==> src/hw/uart_string_defs.svh <==
/*
 * String link over UART, build constants.
 * Bit time in clocks, string capacity in bytes and the frame mark byte.
 */
`ifndef UART_STRING_DEFS_SVH
`define UART_STRING_DEFS_SVH

// clocks per serial bit in both directions.
`define CLKS_PER_BIT 8

// largest string the link carries in one frame.
`define MAX_CHARS 16

// the "&" byte that opens and closes every frame.
`define FRAME_MARK 8'h26

`endif

==> src/hw/uart_string_pkg.sv <==
/*
 * String link over UART, shared types.
 * Width typedefs, the frame state encodings and the byte and write structs.
 */
package uart_string_pkg;

`include "uart_string_defs.svh"

	typedef logic [7:0] byte_t;
	typedef logic [$clog2(`MAX_CHARS + 1) - 1:0] len_t;
	typedef logic [`MAX_CHARS * 8 - 1:0] str_t;

	// transmit frame sequence with two marks on each side of the content.
	typedef enum logic [2:0] {
		TX_IDLE, TX_MARK1, TX_MARK2, TX_CONTENT, TX_MARK3, TX_MARK4, TX_FINISH
	} tx_state_t;

	typedef enum logic [2:0] {
		RX_IDLE, RX_OPEN1, RX_OPEN2, RX_CONTENT, RX_CLOSE1, RX_FINISH
	} rx_state_t;

	typedef struct packed {
		logic  vld;
		byte_t data;
	} ser_byte_t;

	// with two set the buffer stores a mark first, then data.
	typedef struct packed {
		logic  wr;
		logic  two;
		byte_t data;
	} rx_wr_t;

endpackage

==> src/hw/uart_tx.sv <==
/*
 * UART byte serializer, 8N1.
 * A start strobe loads the byte; start, data LSB first and stop bits follow,
 * each CLKS_PER_BIT clocks long, and byte_done marks the end of the stop bit.
 */
`timescale 1ns/1ps
`include "uart_string_defs.svh"

module uart_tx (
	input  logic                     sys_clk,
	input  logic                     sys_rst_n,
	input  uart_string_pkg::ser_byte_t cmd,
	output logic                     byte_done,
	output logic                     txd
);
	import uart_string_pkg::*;

	localparam int CNT_W = $clog2(`CLKS_PER_BIT);
	localparam logic [CNT_W-1:0] CNT_LAST = CNT_W'(`CLKS_PER_BIT - 1);
	localparam logic [CNT_W-1:0] CNT_PRE = CNT_W'(`CLKS_PER_BIT - 2);

	logic             busy;
	logic [CNT_W-1:0] clk_cnt;
	logic [3:0]       bit_cnt;
	byte_t            shreg;

	// bit_cnt 0 is the start bit, 1 to 8 the data bits and 9 the stop bit.
	always_ff @(posedge sys_clk or negedge sys_rst_n) begin
		if (!sys_rst_n) begin
			busy <= 1'b0;
			clk_cnt <= '0;
			bit_cnt <= '0;
			txd <= 1'b1;
			byte_done <= 1'b0;
		end else begin
			// raised one clock early so the pulse sits in the last stop-bit cycle.
			byte_done <= busy && (bit_cnt == 4'd9) && (clk_cnt == CNT_PRE);
			if (!busy) begin
				if (cmd.vld) begin
					busy <= 1'b1;
					clk_cnt <= '0;
					bit_cnt <= '0;
					txd <= 1'b0;
				end
			end else if (clk_cnt != CNT_LAST) begin
				clk_cnt <= clk_cnt + 1'b1;
			end else begin
				clk_cnt <= '0;
				bit_cnt <= bit_cnt + 4'd1;
				case (bit_cnt)
					4'd9: busy <= 1'b0;
					4'd8: txd <= 1'b1;
					default: txd <= shreg[0];
				endcase
			end
		end
	end

	// the byte shifts right after each bit, so the next data bit waits in bit 0.
	always_ff @(posedge sys_clk) begin
		if (!busy && cmd.vld) begin
			shreg <= cmd.data;
		end else if (busy && clk_cnt == CNT_LAST && bit_cnt < 4'd8) begin
			shreg <= {1'b0, shreg[7:1]};
		end
	end

endmodule

==> src/hw/uart_rx.sv <==
/*
 * UART byte deserializer, 8N1.
 * Two-flop input synchronizer, start-edge detection and mid-bit sampling;
 * a byte is flagged valid in the middle of a stop bit that reads high.
 */
`timescale 1ns/1ps
`include "uart_string_defs.svh"

module uart_rx (
	input  logic                       sys_clk,
	input  logic                       sys_rst_n,
	input  logic                       rxd,
	output uart_string_pkg::ser_byte_t rx_byte
);
	import uart_string_pkg::*;

	localparam int CNT_W = $clog2(`CLKS_PER_BIT);
	localparam logic [CNT_W-1:0] CNT_LAST = CNT_W'(`CLKS_PER_BIT - 1);
	localparam logic [CNT_W-1:0] CNT_MID = CNT_W'(`CLKS_PER_BIT / 2 - 1);

	logic             rxd_s1;
	logic             rxd_s2;
	logic             busy;
	logic             vld_q;
	logic [CNT_W-1:0] clk_cnt;
	logic [3:0]       bit_cnt;
	byte_t            shreg;

	always_ff @(posedge sys_clk or negedge sys_rst_n) begin
		if (!sys_rst_n) begin
			rxd_s1 <= 1'b1;
			rxd_s2 <= 1'b1;
		end else begin
			rxd_s1 <= rxd;
			rxd_s2 <= rxd_s1;
		end
	end

	// a falling edge shows as s1 low while s2 is still high.
	always_ff @(posedge sys_clk or negedge sys_rst_n) begin
		if (!sys_rst_n) begin
			busy <= 1'b0;
			vld_q <= 1'b0;
			clk_cnt <= '0;
			bit_cnt <= '0;
		end else begin
			vld_q <= 1'b0;
			if (!busy) begin
				if (!rxd_s1 && rxd_s2) begin
					busy <= 1'b1;
					clk_cnt <= '0;
					bit_cnt <= '0;
				end
			end else begin
				clk_cnt <= (clk_cnt == CNT_LAST) ? '0 : clk_cnt + 1'b1;
				if (clk_cnt == CNT_LAST) begin
					bit_cnt <= bit_cnt + 4'd1;
				end
				if (clk_cnt == CNT_MID) begin
					// a start bit that is high again at mid-bit was a glitch.
					if (bit_cnt == 4'd0 && rxd_s2) begin
						busy <= 1'b0;
					end else if (bit_cnt == 4'd9) begin
						busy <= 1'b0;
						vld_q <= rxd_s2;
					end
				end
			end
		end
	end

	// data bits enter at the top, so bit 0 ends up at the bottom.
	always_ff @(posedge sys_clk) begin
		if (busy && clk_cnt == CNT_MID && bit_cnt != 4'd0 && bit_cnt != 4'd9) begin
			shreg <= {rxd_s2, shreg[7:1]};
		end
	end

	assign rx_byte = {vld_q, shreg};

endmodule

==> src/hw/frame_ctrl.sv <==
/*
 * Frame control for the string link.
 * The transmit FSM wraps the latched string in "&&" marks byte by byte;
 * the receive FSM finds "&&" frames on the serial line and issues writes.
 */
`timescale 1ns/1ps
`include "uart_string_defs.svh"

module frame_ctrl (
	input  logic                       sys_clk,
	input  logic                       sys_rst_n,
	input  logic                       tx_req,
	input  uart_string_pkg::len_t      tx_len_q,
	input  uart_string_pkg::byte_t     tx_byte,
	input  logic                       byte_done,
	input  uart_string_pkg::ser_byte_t rx_byte,
	output logic                       tx_load,
	output uart_string_pkg::len_t      tx_idx,
	output uart_string_pkg::ser_byte_t tx_cmd,
	output logic                       tx_busy,
	output logic                       tx_done,
	output uart_string_pkg::rx_wr_t    rx_wr,
	output logic                       rx_clr,
	output logic                       rx_busy,
	output logic                       rx_done
);
	import uart_string_pkg::*;

	tx_state_t tx_state;
	rx_state_t rx_state;
	logic      rx_mark;
	logic      rx_other;

	assign tx_load = (tx_state == TX_IDLE) && tx_req;
	assign tx_busy = (tx_state != TX_IDLE);
	assign tx_done = (tx_state == TX_FINISH);

	// every strobe is issued one cycle after the byte_done of the byte before.
	always_ff @(posedge sys_clk or negedge sys_rst_n) begin
		if (!sys_rst_n) begin
			tx_state <= TX_IDLE;
			tx_idx <= '0;
			tx_cmd <= '0;
		end else begin
			tx_cmd.vld <= 1'b0;
			case (tx_state)
				TX_IDLE: begin
					tx_idx <= '0;
					if (tx_req) begin
						tx_cmd <= {1'b1, `FRAME_MARK};
						tx_state <= TX_MARK1;
					end
				end
				TX_MARK1: if (byte_done) begin
					tx_cmd <= {1'b1, `FRAME_MARK};
					tx_state <= TX_MARK2;
				end
				// an empty string drops straight through to the closing marks.
				TX_MARK2, TX_CONTENT: if (byte_done) begin
					if (tx_idx == tx_len_q) begin
						tx_cmd <= {1'b1, `FRAME_MARK};
						tx_state <= TX_MARK3;
					end else begin
						tx_cmd <= {1'b1, tx_byte};
						tx_idx <= tx_idx + 1'b1;
						tx_state <= TX_CONTENT;
					end
				end
				TX_MARK3: if (byte_done) begin
					tx_cmd <= {1'b1, `FRAME_MARK};
					tx_state <= TX_MARK4;
				end
				TX_MARK4: if (byte_done) begin
					tx_state <= TX_FINISH;
				end
				default: tx_state <= TX_IDLE;
			endcase
		end
	end

	assign rx_mark = rx_byte.vld && (rx_byte.data == `FRAME_MARK);
	assign rx_other = rx_byte.vld && (rx_byte.data != `FRAME_MARK);

	// a lone mark inside the content is data, stored together with its successor.
	assign rx_wr = {rx_other && (rx_state == RX_CONTENT || rx_state == RX_CLOSE1),
		rx_state == RX_CLOSE1, rx_byte.data};
	assign rx_clr = (rx_state == RX_OPEN2);
	assign rx_busy = (rx_state != RX_IDLE);
	assign rx_done = (rx_state == RX_FINISH);

	always_ff @(posedge sys_clk or negedge sys_rst_n) begin
		if (!sys_rst_n) begin
			rx_state <= RX_IDLE;
		end else begin
			case (rx_state)
				RX_IDLE: if (rx_mark) rx_state <= RX_OPEN1;
				RX_OPEN1: begin
					if (rx_mark) begin
						rx_state <= RX_OPEN2;
					end else if (rx_other) begin
						rx_state <= RX_IDLE;
					end
				end
				RX_OPEN2: rx_state <= RX_CONTENT;
				RX_CONTENT: if (rx_mark) rx_state <= RX_CLOSE1;
				RX_CLOSE1: begin
					if (rx_mark) begin
						rx_state <= RX_FINISH;
					end else if (rx_other) begin
						rx_state <= RX_CONTENT;
					end
				end
				default: rx_state <= RX_IDLE;
			endcase
		end
	end

endmodule

==> src/hw/tx_string_buf.sv <==
/*
 * Transmit string buffer.
 * Captures the outgoing string and its clamped length on load and
 * selects the byte at the current send index.
 */
`timescale 1ns/1ps
`include "uart_string_defs.svh"

module tx_string_buf (
	input  logic                   sys_clk,
	input  logic                   sys_rst_n,
	input  logic                   tx_load,
	input  uart_string_pkg::str_t  tx_string,
	input  uart_string_pkg::len_t  tx_length,
	input  uart_string_pkg::len_t  tx_idx,
	output uart_string_pkg::len_t  tx_len_q,
	output uart_string_pkg::byte_t tx_byte
);
	import uart_string_pkg::*;

	localparam int IDX_W = $clog2(`MAX_CHARS);
	localparam len_t LEN_MAX = len_t'(`MAX_CHARS);

	str_t str_q;

	always_ff @(posedge sys_clk or negedge sys_rst_n) begin
		if (!sys_rst_n) begin
			str_q <= '0;
			tx_len_q <= '0;
		end else if (tx_load) begin
			str_q <= tx_string;
			tx_len_q <= (tx_length > LEN_MAX) ? LEN_MAX : tx_length;
		end
	end

	// the index only reaches MAX_CHARS after the last byte has gone out.
	assign tx_byte = str_q[{tx_idx[IDX_W-1:0], 3'b000} +: 8];

endmodule

==> src/hw/rx_string_buf.sv <==
/*
 * Receive string buffer.
 * Stores one or two bytes per write at the current length and counts the
 * length up to MAX_CHARS; bytes past the capacity are dropped.
 */
`timescale 1ns/1ps
`include "uart_string_defs.svh"

module rx_string_buf (
	input  logic                    sys_clk,
	input  logic                    sys_rst_n,
	input  logic                    rx_clr,
	input  uart_string_pkg::rx_wr_t rx_wr,
	output uart_string_pkg::str_t   rx_string,
	output uart_string_pkg::len_t   rx_length
);
	import uart_string_pkg::*;

	localparam int LEN_W = $bits(len_t);
	localparam len_t LEN_MAX = len_t'(`MAX_CHARS);

	logic [LEN_W:0] len_sum;
	len_t           len_next;
	len_t           len_p1;

	assign len_p1 = rx_length + 1'b1;
	assign len_sum = {1'b0, rx_length} + (rx_wr.two ? 2'd2 : 2'd1);
	assign len_next = (len_sum > {1'b0, LEN_MAX}) ? LEN_MAX : len_sum[LEN_W-1:0];

	// a clear resets only the length and leaves the old bytes above it in place.
	always_ff @(posedge sys_clk or negedge sys_rst_n) begin
		if (!sys_rst_n) begin
			rx_string <= '0;
			rx_length <= '0;
		end else if (rx_clr) begin
			rx_length <= '0;
		end else if (rx_wr.wr) begin
			rx_length <= len_next;
			for (int k = 0; k < `MAX_CHARS; k++) begin
				if (rx_length == len_t'(k)) begin
					rx_string[k*8 +: 8] <= rx_wr.two ? `FRAME_MARK : rx_wr.data;
				end
				if (rx_wr.two && len_p1 == len_t'(k)) begin
					rx_string[k*8 +: 8] <= rx_wr.data;
				end
			end
		end
	end

endmodule

==> src/hw/uart_string_top.sv <==
/*
 * String link over UART, top level.
 * Frame control, the two string buffers and the UART engines.
 */
`timescale 1ns/1ps
`include "uart_string_defs.svh"

module uart_string_top (
	input  logic                  sys_clk,
	input  logic                  sys_rst_n,
	input  uart_string_pkg::str_t tx_string,
	input  uart_string_pkg::len_t tx_length,
	input  logic                  tx_req,
	output logic                  tx_busy,
	output logic                  tx_done,
	output uart_string_pkg::str_t rx_string,
	output uart_string_pkg::len_t rx_length,
	output logic                  rx_busy,
	output logic                  rx_done,
	input  logic                  uart_rx_port,
	output logic                  uart_tx_port
);
	import uart_string_pkg::*;

	logic      tx_load;
	len_t      tx_idx;
	len_t      tx_len_q;
	byte_t     tx_byte;
	ser_byte_t tx_cmd;
	logic      byte_done;
	ser_byte_t rx_byte;
	rx_wr_t    rx_wr;
	logic      rx_clr;

	frame_ctrl u_ctrl (
		.sys_clk   (sys_clk),
		.sys_rst_n (sys_rst_n),
		.tx_req    (tx_req),
		.tx_len_q  (tx_len_q),
		.tx_byte   (tx_byte),
		.byte_done (byte_done),
		.rx_byte   (rx_byte),
		.tx_load   (tx_load),
		.tx_idx    (tx_idx),
		.tx_cmd    (tx_cmd),
		.tx_busy   (tx_busy),
		.tx_done   (tx_done),
		.rx_wr     (rx_wr),
		.rx_clr    (rx_clr),
		.rx_busy   (rx_busy),
		.rx_done   (rx_done)
	);

	tx_string_buf u_txbuf (
		.sys_clk   (sys_clk),
		.sys_rst_n (sys_rst_n),
		.tx_load   (tx_load),
		.tx_string (tx_string),
		.tx_length (tx_length),
		.tx_idx    (tx_idx),
		.tx_len_q  (tx_len_q),
		.tx_byte   (tx_byte)
	);

	rx_string_buf u_rxbuf (
		.sys_clk   (sys_clk),
		.sys_rst_n (sys_rst_n),
		.rx_clr    (rx_clr),
		.rx_wr     (rx_wr),
		.rx_string (rx_string),
		.rx_length (rx_length)
	);

	uart_tx u_tx (
		.sys_clk   (sys_clk),
		.sys_rst_n (sys_rst_n),
		.cmd       (tx_cmd),
		.byte_done (byte_done),
		.txd       (uart_tx_port)
	);

	uart_rx u_rx (
		.sys_clk   (sys_clk),
		.sys_rst_n (sys_rst_n),
		.rxd       (uart_rx_port),
		.rx_byte   (rx_byte)
	);

endmodule

==> config.mk <==
export PLATFORM = sky130hd
export DESIGN_NAME = uart_string_top
export DESIGN_NICKNAME = d
export VERILOG_FILES = /design/src/hw/uart_string_pkg.sv /design/src/hw/uart_tx.sv /design/src/hw/uart_rx.sv /design/src/hw/frame_ctrl.sv /design/src/hw/tx_string_buf.sv /design/src/hw/rx_string_buf.sv /design/src/hw/uart_string_top.sv
export VERILOG_INCLUDE_DIRS = /design/src /design/src/hw
export SDC_FILE = /design/constraint.sdc
export NUM_CORES = 1
export LEC_CHECK = 0
export ABC_CLOCK_PERIOD_IN_PS = 7300
export BUFFER_PORTS_ARGS = -buffer_cell sky130_fd_sc_hd__buf_2
export CORE_MARGIN = 2
export CORE_UTILIZATION = 34
export DETAILED_ROUTE_END_ITERATION = 7
export PLACE_DENSITY = 0.6
export SYNTH_ARGS = -nofsm -noshare
export SYNTH_HDL_FRONTEND = slang
export SYNTH_SLANG_ARGS = --single-unit
==> constraint.sdc <==
create_clock -name sys_clk -period 7.3 [get_ports sys_clk]
set_input_delay 0.365 -clock sys_clk [delete_from_list [all_inputs] [get_ports sys_clk]]
set_output_delay 0.365 -clock sys_clk [all_outputs]
set_load 0.05 [all_outputs]
==> summary.md, run 1 <==
| Metric | Value |
|---|---|
| Status | `finished clean` |
| DIE HEIGHT | `about 210 um` |
| Switch share | `0.253` |
| Clk pin slew, worst setup/hold paths | `around 0.06 ns` |
| Clock power share | `0.425` |
| Unrepaired setup endpoints after global routing | `no` |
| Met1 Usage GRT | `0.258` |
| Initial antenna violation count | `1` |
| Final Wtd Congestion | `around 0.85` |
| Hold Fails Final Rpt | `0` |
| Synth area leader | `dfrtp_1` |
| Cts bufs inserted | `36` |
| Sequential power share | `0.488` |
| Met2 GRT Util | `0.295` |
| Critical path data arrival time | `slightly below 4 ns` |
| Syn Area/Cell | `a little under 10 um2` |
| Combinational power share | `0.087` |
| Final antenna diode count | `0` |
| CTS H-tree lvls | `2` |
| Worst Tran Pin Value | `~1.1 ns` |
| DRC viols | `0` |
| Crit Path Max Fanout | `18` |
| Fin crit period | `about 3.4 ns` |
| Mapped Area | `roughly 14000 um2` |
| Placed Instances | `around 2200` |
| First-pass GRT wire length | `approximately 65 mm` |
| Skew final | `roughly 0.018 ns` |
| Clk root buf | `clkbuf_16` |
| Clock latency on the worst-skew pair | `0.56 ns` |
| TritonCTS Sinks | `about 320` |
| GRT Overall Usage | `0.185` |
| # resized after CTS | `0` |
| Clock Path Buffers | `3` |
| Synthesized net count | `1628` |
| Startpoint Class | `flip-flop` |
| Slew Viols, Final | `0` |
| Rows | `between 70 and 80` |
| Psw | `just over 1 mW` |
| Seq/Total Area, Yosys | `0.566` |
| Yosys reg bits | `between 300 and 400` |
| Leak Pwr | `between 9 and 10 nW` |
| DR pass1 iterations | `5` |
| MaxCap Viol Count | `0` |
| Post-synth EDFFs | `16` |
| Port buffer count | `274` |
| Max-Slew Margin vs Limit | `0.259` |
| Die Footprint | `between 40000 and 50000 um2` |
| Worst EP required | `just under 8 ns` |
| Critical setup path kind | `flip-flop to flip-flop` |
| Fillers | `3972` |
| Fmax | `between 0.2 and 0.3 GHz` |
| Core Box Area | `41900 um2` |
| Power Dens Cells | `~220 nW/um2` |
| Register area | `8170 um2` |
| Die width | `~210 um` |
| Met3 usage | `0.0365` |
| I/O pins | `275` |
| Post-CTS setup buffer count | `0` |
| NumNets Final | `1970` |
| Post-route setup TNS | `0 ns` |
| Post-DR wirelength/cell | `17.1 um` |
| CP endpoint kind | `flip-flop` |
| Yosys top cell area share | `0.527` |
| Vias in the first global route | `roughly 12000` |
| Layout cells sized above 1 | `0.217` |
| CTS tree | `done` |
| Gr busiest metal | `met2` |
| Cell Int Power | `between 3 and 4 mW` |
| DPL Wire Length | `roughly 27 mm` |
| Yosys Warn Count | `0` |
| Top cells by area, synth | `dfrtp_1 53%, nand2_1 14%, mux4_2 5.5%, edfxtp_1 3.3%, o21ai_0 2.2%` |
| Min-delay worst type | `input pin to flip-flop` |
| Area of the multi-input gates | `~5700 um2` |
| Routed Antenna Nets | `0` |
| Layout Cells excl Fill | `~2400` |
| Vias post-DR | `approximately 12000` |
| GRT overflow | `0` |
| Pin count of the biggest net entering global routing | `around 150` |
| Initial Utilization | `0.344` |
| Post-synth top flop | `dfrtp_1` |
| Final setup viols | `0` |
| Synth cell types | `between 60 and 70` |
| Initial DRC count | `roughly 950` |
| Post-Syn Instances | `between 1000 and 1500` |
| Fin crit share | `0.463` |
| Worst IR Drop VDD | `between 150 and 200 uV` |
| Syn-to-layout area delta | `27.7%` |
| Via/cell ratio | `4.95` |
| WL final | `between 40 and 50 mm` |
| Async S/R FF share, synth | `0.950` |
[critical path: stages, from the launching register on]
cell,delay (ns)
dfrtp_1,0.47
or3b_1,0.60
inv_1,0.46
fa_1,0.54
or3_1,0.40
a211o_1,0.31
o221a_2,0.14
o31a_1,0.23
o21ai_0,0.14
[state kept, by name (all words and copies together), names as in the netlist, 3 cells and up]
| name | count |
|---|---|
| u_rxbuf.rx_length | 5 |
| u_txbuf.tx_len_q | 5 |
| u_txbuf.str_q | 128 |
| u_rx.bit_cnt | 4 |
| u_tx.clk_cnt | 3 |
| u_rxbuf.rx_string | 128 |
| u_tx.shreg | 8 |
| u_tx.bit_cnt | 4 |
| u_ctrl.rx_state | 3 |
| u_ctrl.tx_state | 3 |
| u_ctrl.tx_idx | 5 |
| u_rx.clk_cnt | 3 |
| u_ctrl.tx_cmd | 9 |
| u_rx.shreg | 8 |
[cell usage in the layout, fill, tap and decap left out, drive strengths merged, types with 3 or more instances in the layout]
cell type	count
edfxtp	16
mux2i	14
or3	7
nor3	8
ha	16
nand2	529
clkinv	12
nor2	63
o32a	6
nand4	4
and2	5
a21oi	11
inv	56
nand3	62
a2bb2oi	3
or4	4
mux4	35
nand3b	9
mux2	16
a22o	12
clkbuf	51
o21ai	101
buf	280
nand2b	8
a31oi	34
a21o	4
dlygate4sd3	112
xnor2	8
dfstp	3
nor2b	4
o22ai	3
a32o	3
nor4	5
dfrtp	304
a22oi	6
[area by class of cell]
type | count | area share
Timing Repair Buffer | 392 | 0.139
Tap cell | 539 | 0.0366
Sequential cell | 323 | 0.443
Clock buffer | 51 | 0.0547
Inverter | 56 | 0.0114
Clock inverter | 12 | 0.00672
Multi-Input combinational cell | 1007 | 0.308
[cells by family after synthesis]
family	Yosys count	synth area share
simple gates	717	0.208
compound gates	198	0.0852
buf+inv	144	0.0411
fa+ha+maj	17	0.0153
flops	323	0.566
xor+xnor	10	0.00607
mux	65	0.0784
[power by group through the flow]
stage / Sequential (mW) / Combinational [mW] / Clock [mW]
after detailed placement: 2.03 / 0.312 / 0
after CTS: 2.00 / 0.361 / 1.79
after global placement: 2.02 / 0.300 / 0
after global routing: 2.01 / 0.408 / 1.86
after floorplan: 2.00 / 0.189 / 0
final: 2.00 / 0.356 / 1.74
[per-layer routing]
| layer | vias to the layer above | part of all wire |
|---|---|---|
| met5 | - | 0.00027 |
| met4 | 2 | 0.021 |
| met3 | 60 | 0.063 |
| met2 | 408 | 0.46 |
| met1 | 5695 | 0.46 |
| li1 | 5615 | - |
[cell usage after synthesis, drive strengths merged, types with 12 or more instances]
cell,instances
nand2,529
nand3,62
a22o,12
edfxtp,16
nor2,63
buf,24
o21ai,101
clkbuf,64
mux2,16
mux2i,14
inv,56
a31oi,34
dfrtp,304
ha,16
mux4,35
[path summary, 6_finish.rpt]
check	cells after the start	endpoint	startpoint	slack, ns
min in group asynchronous	2	u_rxbuf.rx_string[17]	sys_rst_n	0.38
max	8	u_rxbuf.rx_length[2]	u_ctrl.rx_state[0]	3.92
max in group asynchronous	3	u_ctrl.tx_idx[1]	sys_rst_n	5.32
min reg2reg	0	u_rx.rxd_s2	u_rx.rxd_s1	0.37
min	3	u_txbuf.str_q[36]	tx_string[36]	0.02
max reg2reg	8	u_rxbuf.rx_length[2]	u_ctrl.rx_state[0]	3.92
[metrics by stage]
step           area (um2)  hold slack [ns]  setup WS, ns  utilization  power, mW
2_1_floorplan       14400           0.0694          4.27            -       2.19
3_3_place_gp        16200            0.356          4.06        0.385       2.32
3_5_place_dp        16200            0.357          3.97        0.385       2.34
4_1_cts             18400         0.000523          3.96        0.439       4.15
5_1_grt             18400           0.0155          3.69        0.439       4.28
6_report            18400           0.0213          3.92        0.439       4.09
[repair_timing]
item,CTS,global route
setup endpoints to repair,0,0
hold buffers,112,0
endpoints found under the hold margin,189,0
Note: power is estimated with default switching activity, not from simulation.
==> run 2: changes to the inputs <==
--- a/config.mk
+++ b/config.mk
@@ -6,12 +6,12 @@
 export SDC_FILE = /design/constraint.sdc
 export NUM_CORES = 1
 export LEC_CHECK = 0
-export ABC_CLOCK_PERIOD_IN_PS = 7300
+export ABC_CLOCK_PERIOD_IN_PS = 2800
 export BUFFER_PORTS_ARGS = -buffer_cell sky130_fd_sc_hd__buf_2
 export CORE_MARGIN = 2
 export CORE_UTILIZATION = 34
 export DETAILED_ROUTE_END_ITERATION = 7
-export PLACE_DENSITY = 0.6
+export PLACE_DENSITY = 0.62
 export SYNTH_ARGS = -nofsm -noshare
 export SYNTH_HDL_FRONTEND = slang
 export SYNTH_SLANG_ARGS = --single-unit
==> constraint.sdc (replaced) <==
create_clock -name sys_clk -period 2.8 [get_ports sys_clk]
set_input_delay 0.14 -clock sys_clk [delete_from_list [all_inputs] [get_ports sys_clk]]
set_output_delay 0.14 -clock sys_clk [all_outputs]
set_load 0.05 [all_outputs]
==> run 2 against run 1 <==
Against the previous run:
- clock-buffer cell count is 4 higher
- via count is 2.9% higher
- die area stayed put
- fmax is 24% higher
- critical path depth stayed put
- final area is 4.7% higher
- combinational power grew to 2.8 times the previous value
- hold slack better by 0.21 ns
- largest power group unchanged
- highest routed layer is now met4
==> summary.md, run 2 (same netlist as run 1, synthesis figures left out) <==
| Metric | Value |
|---|---|
| Via/cell ratio | `4.92 (-0.60%)` |
| First-pass GRT wire length | `66.1 mm (+2.0%)` |
| Hold Fails Final Rpt | `0 (unchanged)` |
| Power Dens Cells | `569 nW/um2 (+160%)` |
| Vias post-DR | `12100 (+2.9%)` |
| Layout cells sized above 1 | `0.244 (+0.0264)` |
| DR pass1 iterations | `5 (unchanged)` |
| Startpoint Class | `flip-flop` |
| Most frequent cells in the layout | `528 x nand2_1, 300 x dfrtp_1, 273 x buf_2` |
| Slew Viols, Final | `0 (unchanged)` |
| Clk pin slew, worst setup/hold paths | `0.06 ns (about the same)` |
| Routed Antenna Nets | `0 (unchanged)` |
| Initial Utilization | `0.344 (unchanged)` |
| R2r worst-path depth | `8 (unchanged)` |
| I/O pins | `275 (unchanged)` |
| Fin crit period | `2.72 ns (-0.654 ns)` |
| Reg-to-reg endpoint | `u_rxbuf.rx_length[2]` |
| FF-to-FF Start | `u_ctrl.rx_state[1]` |
| Status | `finished clean` |
| Core Box Area | `41900 um2 (unchanged)` |
| Min-delay worst type | `input pin to async pin` |
| Clock Path Buffers | `3 (unchanged)` |
| CP endpoint kind | `flip-flop` |
| Worst IR Drop VDD | `374 uV (+130%)` |
| Initial antenna violation count | `0 (-1)` |
| Worst reg2reg setup slack | `0.08 ns (-3.85 ns)` |
| Die Footprint | `44100 um2 (unchanged)` |
| CP max stage delay | `0.49 ns (-0.11 ns)` |
| Commonest non-fill, non-tap cell in the layout | `nand2_1` |
| DRC viols | `0 (unchanged)` |
| TritonCTS Sinks | `323 (unchanged)` |
| Initial DRC count | `980 (+2.9%)` |
| DPL Wire Length | `27.0 mm (+1.6%)` |
| Crit Path Max Fanout | `3 (-15)` |
| Max-Slew Margin vs Limit | `0.459 (+0.200)` |
| MaxCap Viol Count | `0 (unchanged)` |
| Pin count of the biggest net entering global routing | `134 (-11%)` |
| Critical setup path kind | `flip-flop to flip-flop` |
| Rows | `75 (unchanged)` |
| Final setup viols | `0 (unchanged)` |
| Unrepaired setup endpoints after global routing | `no` |
| Crit-path slowest cell | `fa_1` |
| Clk root buf | `clkbuf_16` |
| CTS H-tree lvls | `2 (unchanged)` |
| Die width | `210 um (unchanged)` |
| Worst Tran Pin Value | `0.812 ns (-0.291 ns)` |
| Fin crit share | `0.972 (+0.510)` |
| Cts bufs inserted | `37 (+2.8%)` |
| Clock latency on the worst-skew pair | `0.54 ns (-0.02 ns)` |
| WL final | `40.8 mm (+0.29%)` |
| GRT overflow | `0 (unchanged)` |
| Post-route setup TNS | `0 ns (unchanged)` |
| CTS tree | `done` |
| GRT Overall Usage | `0.187 (+0.00162)` |
| Leak Pwr | `9.75 nW (+4.9%)` |
| Skew final | `0.0219 ns (+0.00362 ns)` |
| Syn-to-layout area delta | `33.6%` |
| Top Registers | `u_rxbuf.rx_string: 128 flops, u_txbuf.str_q: 128 flops, u_ctrl.tx_cmd: 9 flops` |
| Vias in the first global route | `12400 (+5.6%)` |
| Post-DR wirelength/cell | `16.6 um (-3.1%)` |
| NumNets Final | `2051 (+4.1%)` |
| Post-Layout Inst Area | `19300 um2 (+4.7%)` |
| Final Wtd Congestion | `0.848 (-0.31%)` |
| Final antenna diode count | `0 (unchanged)` |
| Worst Path Buf+Inv | `0 (-1)` |
| Area post-placement | `16700 um2 (+3.1%)` |
| Critical path data arrival time | `3.16 ns (-0.69 ns)` |
| Crit-path cells | `or3b_4 -> ha_2 -> fa_1 -> or3_1 -> a211o_1 -> o221a_2 -> o31a_1 -> o21ai_1` |
| CP delay by family, top | `compound AO/OA/AOI/OAI gates` |
| Worst EP required | `3.24 ns (-4.53 ns)` |
| DIE HEIGHT | `210 um (unchanged)` |
| Port buffer count | `274 (unchanged)` |
| Fmax | `0.367 GHz (+24%)` |
[run 2: cell count changes in the layout (fill, tap and decap cells not counted), moves of 2 or more]
cell,previous run,this run
buf_12,1,8
clkbuf_1,10,7
clkbuf_8,5,9
dfrtp_2,1,4
clkbuf_16,36,39
dlygate4sd3_1,112,137
inv_6,0,2
buf_4,5,52
clkinv_16,2,0
dfrtp_1,303,300
[run 2: cell type report]
cell class	instances	area (um2)
clock buffer	55	1130
multi-input combinational	1007	5680
tap	539	674
sequential	323	8170
inverter	56	210
timing repair buffer	472	3320
clock inverter	12	96.3
fill	3862	22700
[run 2: worst max-delay path by stage]
| stage | start | to | cells after the start |
|---|---|---|---|
| floorplan | u_ctrl.rx_state[2] | u_rxbuf.rx_length[2] | 9 |
| global placement | u_ctrl.rx_state[0] | u_rxbuf.rx_length[2] | 9 |
| detailed placement | u_ctrl.rx_state[0] | u_rxbuf.rx_length[2] | 9 |
| CTS | u_ctrl.rx_state[0] | u_rxbuf.rx_length[2] | 9 |
| global route | u_ctrl.rx_state[1] | u_rxbuf.rx_length[2] | 8 |
| finish | u_ctrl.rx_state[1] | u_rxbuf.rx_length[2] | 8 |
[run 2: where the power goes]
group	switching (mW)	internal, mW
logic	0.520	0.481
registers	0.200	4.98
clock network	1.90	2.88
total	2.62	8.35
[run 2: layer usage]
layer / global-route usage / wire [um]
met4: 0.0533 / 752
met1: 0.249 / 18000
met2: 0.314 / 19600
met5: 0 / 0
met3: 0.0328 / 2460
[run 2: repair_timing]
action                                 in CTS  in global routing
endpoints found under the hold margin     210                  0
resized for setup                           0                  2
setup endpoints to repair                   0                  1
hold buffers                              137                  0
setup buffers                               0                  2
[run 2: per-stage QoR]
stage / utilization / hold slack [ns] / total power, mW / std cells / setup slack, ns
after CTS: 0.459 / 0.223 / 11.1 / 2462 / 0.0513
after detailed placement: 0.397 / 0.221 / 6.12 / 2258 / 0.0808
after floorplan: - / -0.156 / 5.70 / 1474 / 0.0134
after global routing: 0.460 / 0.229 / 11.5 / 2464 / 0.0322
after global placement: 0.397 / 0.220 / 6.07 / 2258 / 0.139
final: 0.460 / 0.227 / 11.0 / 2464 / 0.0774
==> run 3: changes to the inputs <==
--- a/config.mk
+++ b/config.mk
@@ -12,6 +12,7 @@
 export CORE_UTILIZATION = 34
 export DETAILED_ROUTE_END_ITERATION = 7
 export PLACE_DENSITY = 0.62
+export REMOVE_ABC_BUFFERS = 1
 export SYNTH_ARGS = -nofsm -noshare
 export SYNTH_HDL_FRONTEND = slang
 export SYNTH_SLANG_ARGS = --single-unit
==> run 3 against run 2 <==
Against the previous run:
- combinational power barely moved
- core utilization barely moved
- register-to-register slack gained 0.03 ns
- largest cell class unchanged
- via count up 0.30%
- sequential power is essentially flat
- final cell count rose by 0.16%
- critical path type unchanged
- clock-buffer cell count fell by 3
- sequential share of layout area about the same
- first-iteration DRC count fell by 5.9%
- critical path depth unchanged
- die area unchanged
- setup slack gained 0.027 ns
==> summary.md, run 3 (same netlist as run 1, synthesis figures left out) <==
| Metric | Value |
|---|---|
| Status | `finished clean` |
| Total power | `11.1 mW (+1.2%)` |
| DIE HEIGHT | `210 um (unchanged)` |
| Layout cells sized above 1 | `0.243 (-0.000379)` |
| Via/cell ratio | `4.93 (+0.13%)` |
| Cts bufs inserted | `37 (unchanged)` |
| Clock latency on the worst-skew pair | `0.53 ns (about the same)` |
| DR pass1 iterations | `7 (+2)` |
| Power Dens Cells | `576 nW/um2 (+1.2%)` |
| TritonCTS Sinks | `323 (unchanged)` |
| Routed Antenna Nets | `0 (unchanged)` |
| First-pass GRT wire length | `66.9 mm (+1.3%)` |
| Commonest non-fill, non-tap cell in the layout | `nand2_1` |
| DPL Wire Length | `26.8 mm (-0.98%)` |
| Die width | `210 um (unchanged)` |
| Clock power share | `0.444 (+0.008)` |
| Fmax | `0.371 GHz (+0.99%)` |
| Critical path data arrival time | `3.15 ns (about the same)` |
| Clk root buf | `clkbuf_16` |
| Cell Int Power | `8.44 mW (+1.1%)` |
| Worst IR Drop VDD | `395 uV (+5.7%)` |
| Leak Pwr | `9.77 nW (+0.23%)` |
| GRT Overall Usage | `0.190 (+0.00358)` |
| Clock Path Buffers | `3 (unchanged)` |
| CTS tree | `done` |
| Skew final | `0.0101 ns (-0.0118 ns)` |
| Pin count of the biggest net entering global routing | `134 (unchanged)` |
| Reg-to-reg endpoint | `u_rxbuf.rx_length[2]` |
| Port buffer count | `274 (unchanged)` |
| CP endpoint kind | `flip-flop` |
| Crit-path cells | `or3b_4 -> ha_1 -> fa_1 -> or3_1 -> a211o_1 -> o221a_2 -> o31a_1 -> o21ai_0` |
| Unrepaired setup endpoints after global routing | `no` |
| Top Registers | `u_rxbuf.rx_string: 128 flops, u_txbuf.str_q: 128 flops, u_ctrl.tx_cmd: 9 flops` |
| CP Capture Point | `u_rxbuf.rx_length[2]` |
| Final Wtd Congestion | `0.837 (-1.3%)` |
| Min-delay worst type | `input pin to async pin` |
| Final setup viols | `0 (unchanged)` |
| WL final | `41.9 mm (+2.6%)` |
| Vias in the first global route | `12300 (-0.52%)` |
| Psw | `2.66 mW (+1.4%)` |
| Most frequent cells in the layout | `528 x nand2_1, 303 x dfrtp_1, 273 x buf_2` |
| Startpoint Class | `flip-flop` |
| Initial antenna violation count | `1 (+1)` |
| Syn-to-layout area delta | `33.6% (about the same)` |
| Worst Tran Pin Value | `0.983 ns (+0.172 ns)` |
| DRC viols | `0 (unchanged)` |
| Core Box Area | `41900 um2 (unchanged)` |
| Initial DRC count | `922 (-5.9%)` |
| MaxCap Viol Count | `0 (unchanged)` |
| Crit path from | `u_ctrl.rx_state[0]` |
| Post-DR wirelength/cell | `17.0 um (+2.4%)` |
| Fin crit share | `0.963 (-0.00955)` |
| Critical setup path kind | `flip-flop to flip-flop` |
| Crit Path Max Fanout | `3 (unchanged)` |
| Worst reg2reg setup slack | `0.10 ns (+0.03 ns)` |
| R2r worst-path depth | `8 (unchanged)` |
| Crit-path slowest cell | `fa_1` |
| Combinational power share | `0.089 (-0.002)` |
| Worst Path Buf+Inv | `0 (unchanged)` |
| Sequential power share | `0.467 (-0.005)` |
| Post-route setup TNS | `0 ns (unchanged)` |
| CP Depth | `8 (unchanged)` |
| Vias post-DR | `12200 (+0.30%)` |
| Fin crit period | `2.70 ns (-0.0267 ns)` |
| CP delay by family, top | `compound AO/OA/AOI/OAI gates` |
| Rows | `75 (unchanged)` |
| I/O pins | `275 (unchanged)` |
| Clk pin slew, worst setup/hold paths | `0.06 ns (about the same)` |
| Hold Fails Final Rpt | `0 (unchanged)` |
| FF-to-FF Start | `u_ctrl.rx_state[0]` |
| Max-Slew Margin vs Limit | `0.344 (-0.114)` |
| Post-CTS setup buffer count | `0 (unchanged)` |
| Switch share | `0.240 (+0.000550)` |
| Die Footprint | `44100 um2 (unchanged)` |
| GRT overflow | `0 (unchanged)` |
| Slew Viols, Final | `0 (unchanged)` |
| NumNets Final | `2057 (+0.29%)` |
| CP max stage delay | `0.44 ns (-0.05 ns)` |
| Worst EP required | `3.26 ns (+0.02 ns)` |
| Initial Utilization | `0.344 (unchanged)` |
| CTS H-tree lvls | `2 (unchanged)` |
-- run 3: cell types whose count changed in the layout (fill, tap and decap cells not counted), sizes merged --
cell,before,now
inv,59,57
buf,335,342
dlygate4sd3,137,136
clkbuf,55,52
diode,0,1
bufinv,1,3
-- run 3: through the flow --
step           instance area, um2  setup WS [ns]  utilization  cells  hold slack [ns]
2_1_floorplan               14000          -1.12            -   1386           -0.156
3_5_place_dp                16700         0.0967        0.397   2267            0.253
6_report                    19300          0.104        0.459   2468            0.249
3_3_place_gp                16700          0.131        0.397   2267            0.252
4_1_cts                     19300         0.0876        0.459   2467            0.221
5_1_grt                     19300        0.00455        0.459   2468            0.245
-- run 3: worst min path at each step --
stage | from | to | slack, ns
floorplan | sys_rst_n | u_ctrl.rx_state[0] | -0.16
global placement | uart_rx_port | u_rx.rxd_s1 | 0.25
detailed placement | uart_rx_port | u_rx.rxd_s1 | 0.25
CTS | uart_rx_port | u_rx.rxd_s1 | 0.22
global route | uart_rx_port | u_rx.rxd_s1 | 0.24
finish | sys_rst_n | u_rxbuf.rx_string[2] | 0.25
-- run 3: what timing repair did --
action / in CTS / in global routing
hold endpoints to repair: 233 / 0
gates resized for setup: 0 / 2
endpoints found under the setup margin: 0 / 2
hold buffers: 136 / 0
-- run 3: cell type report --
type | instances | area, um2
diodes | 1 | 2.50
clock buffers | 52 | 1080
clock inverters | 12 | 145
fillers | 3831 | 22700
inverters | 56 | 210
multi-input cells | 1007 | 5690
flip-flops and latches | 323 | 8170
well taps | 539 | 674
repair buffers | 478 | 3300
-- run 3: worst register-to-register path: stages, from the launching register on --
cell     delay (ns)
dfrtp_1        0.38
or3b_4         0.41
ha_1           0.22
fa_1           0.44
or3_1          0.38
a211o_1        0.30
o221a_2        0.13
o31a_1         0.24
o21ai_0        0.13
-- run 3: layer usage --
layer / track usage / vias to the layer above / part of all wire
li1: - / 5793 / -
met1: 0.256 / 5874 / 0.45
met2: 0.310 / 416 / 0.47
met3: 0.0349 / 76 / 0.056
met4: 0.0677 / 0 / 0.029
met5: 0 / - / 0
-- run 3: power by group through the flow --
stage	logic [mW]	registers, mW	clock network, mW
6_report	0.990	5.18	4.93
3_5_place_dp	0.841	5.26	0
5_1_grt	1.12	5.22	5.25
4_1_cts	0.990	5.18	5.07
3_3_place_gp	0.810	5.25	0
2_1_floorplan	0.445	5.24	0
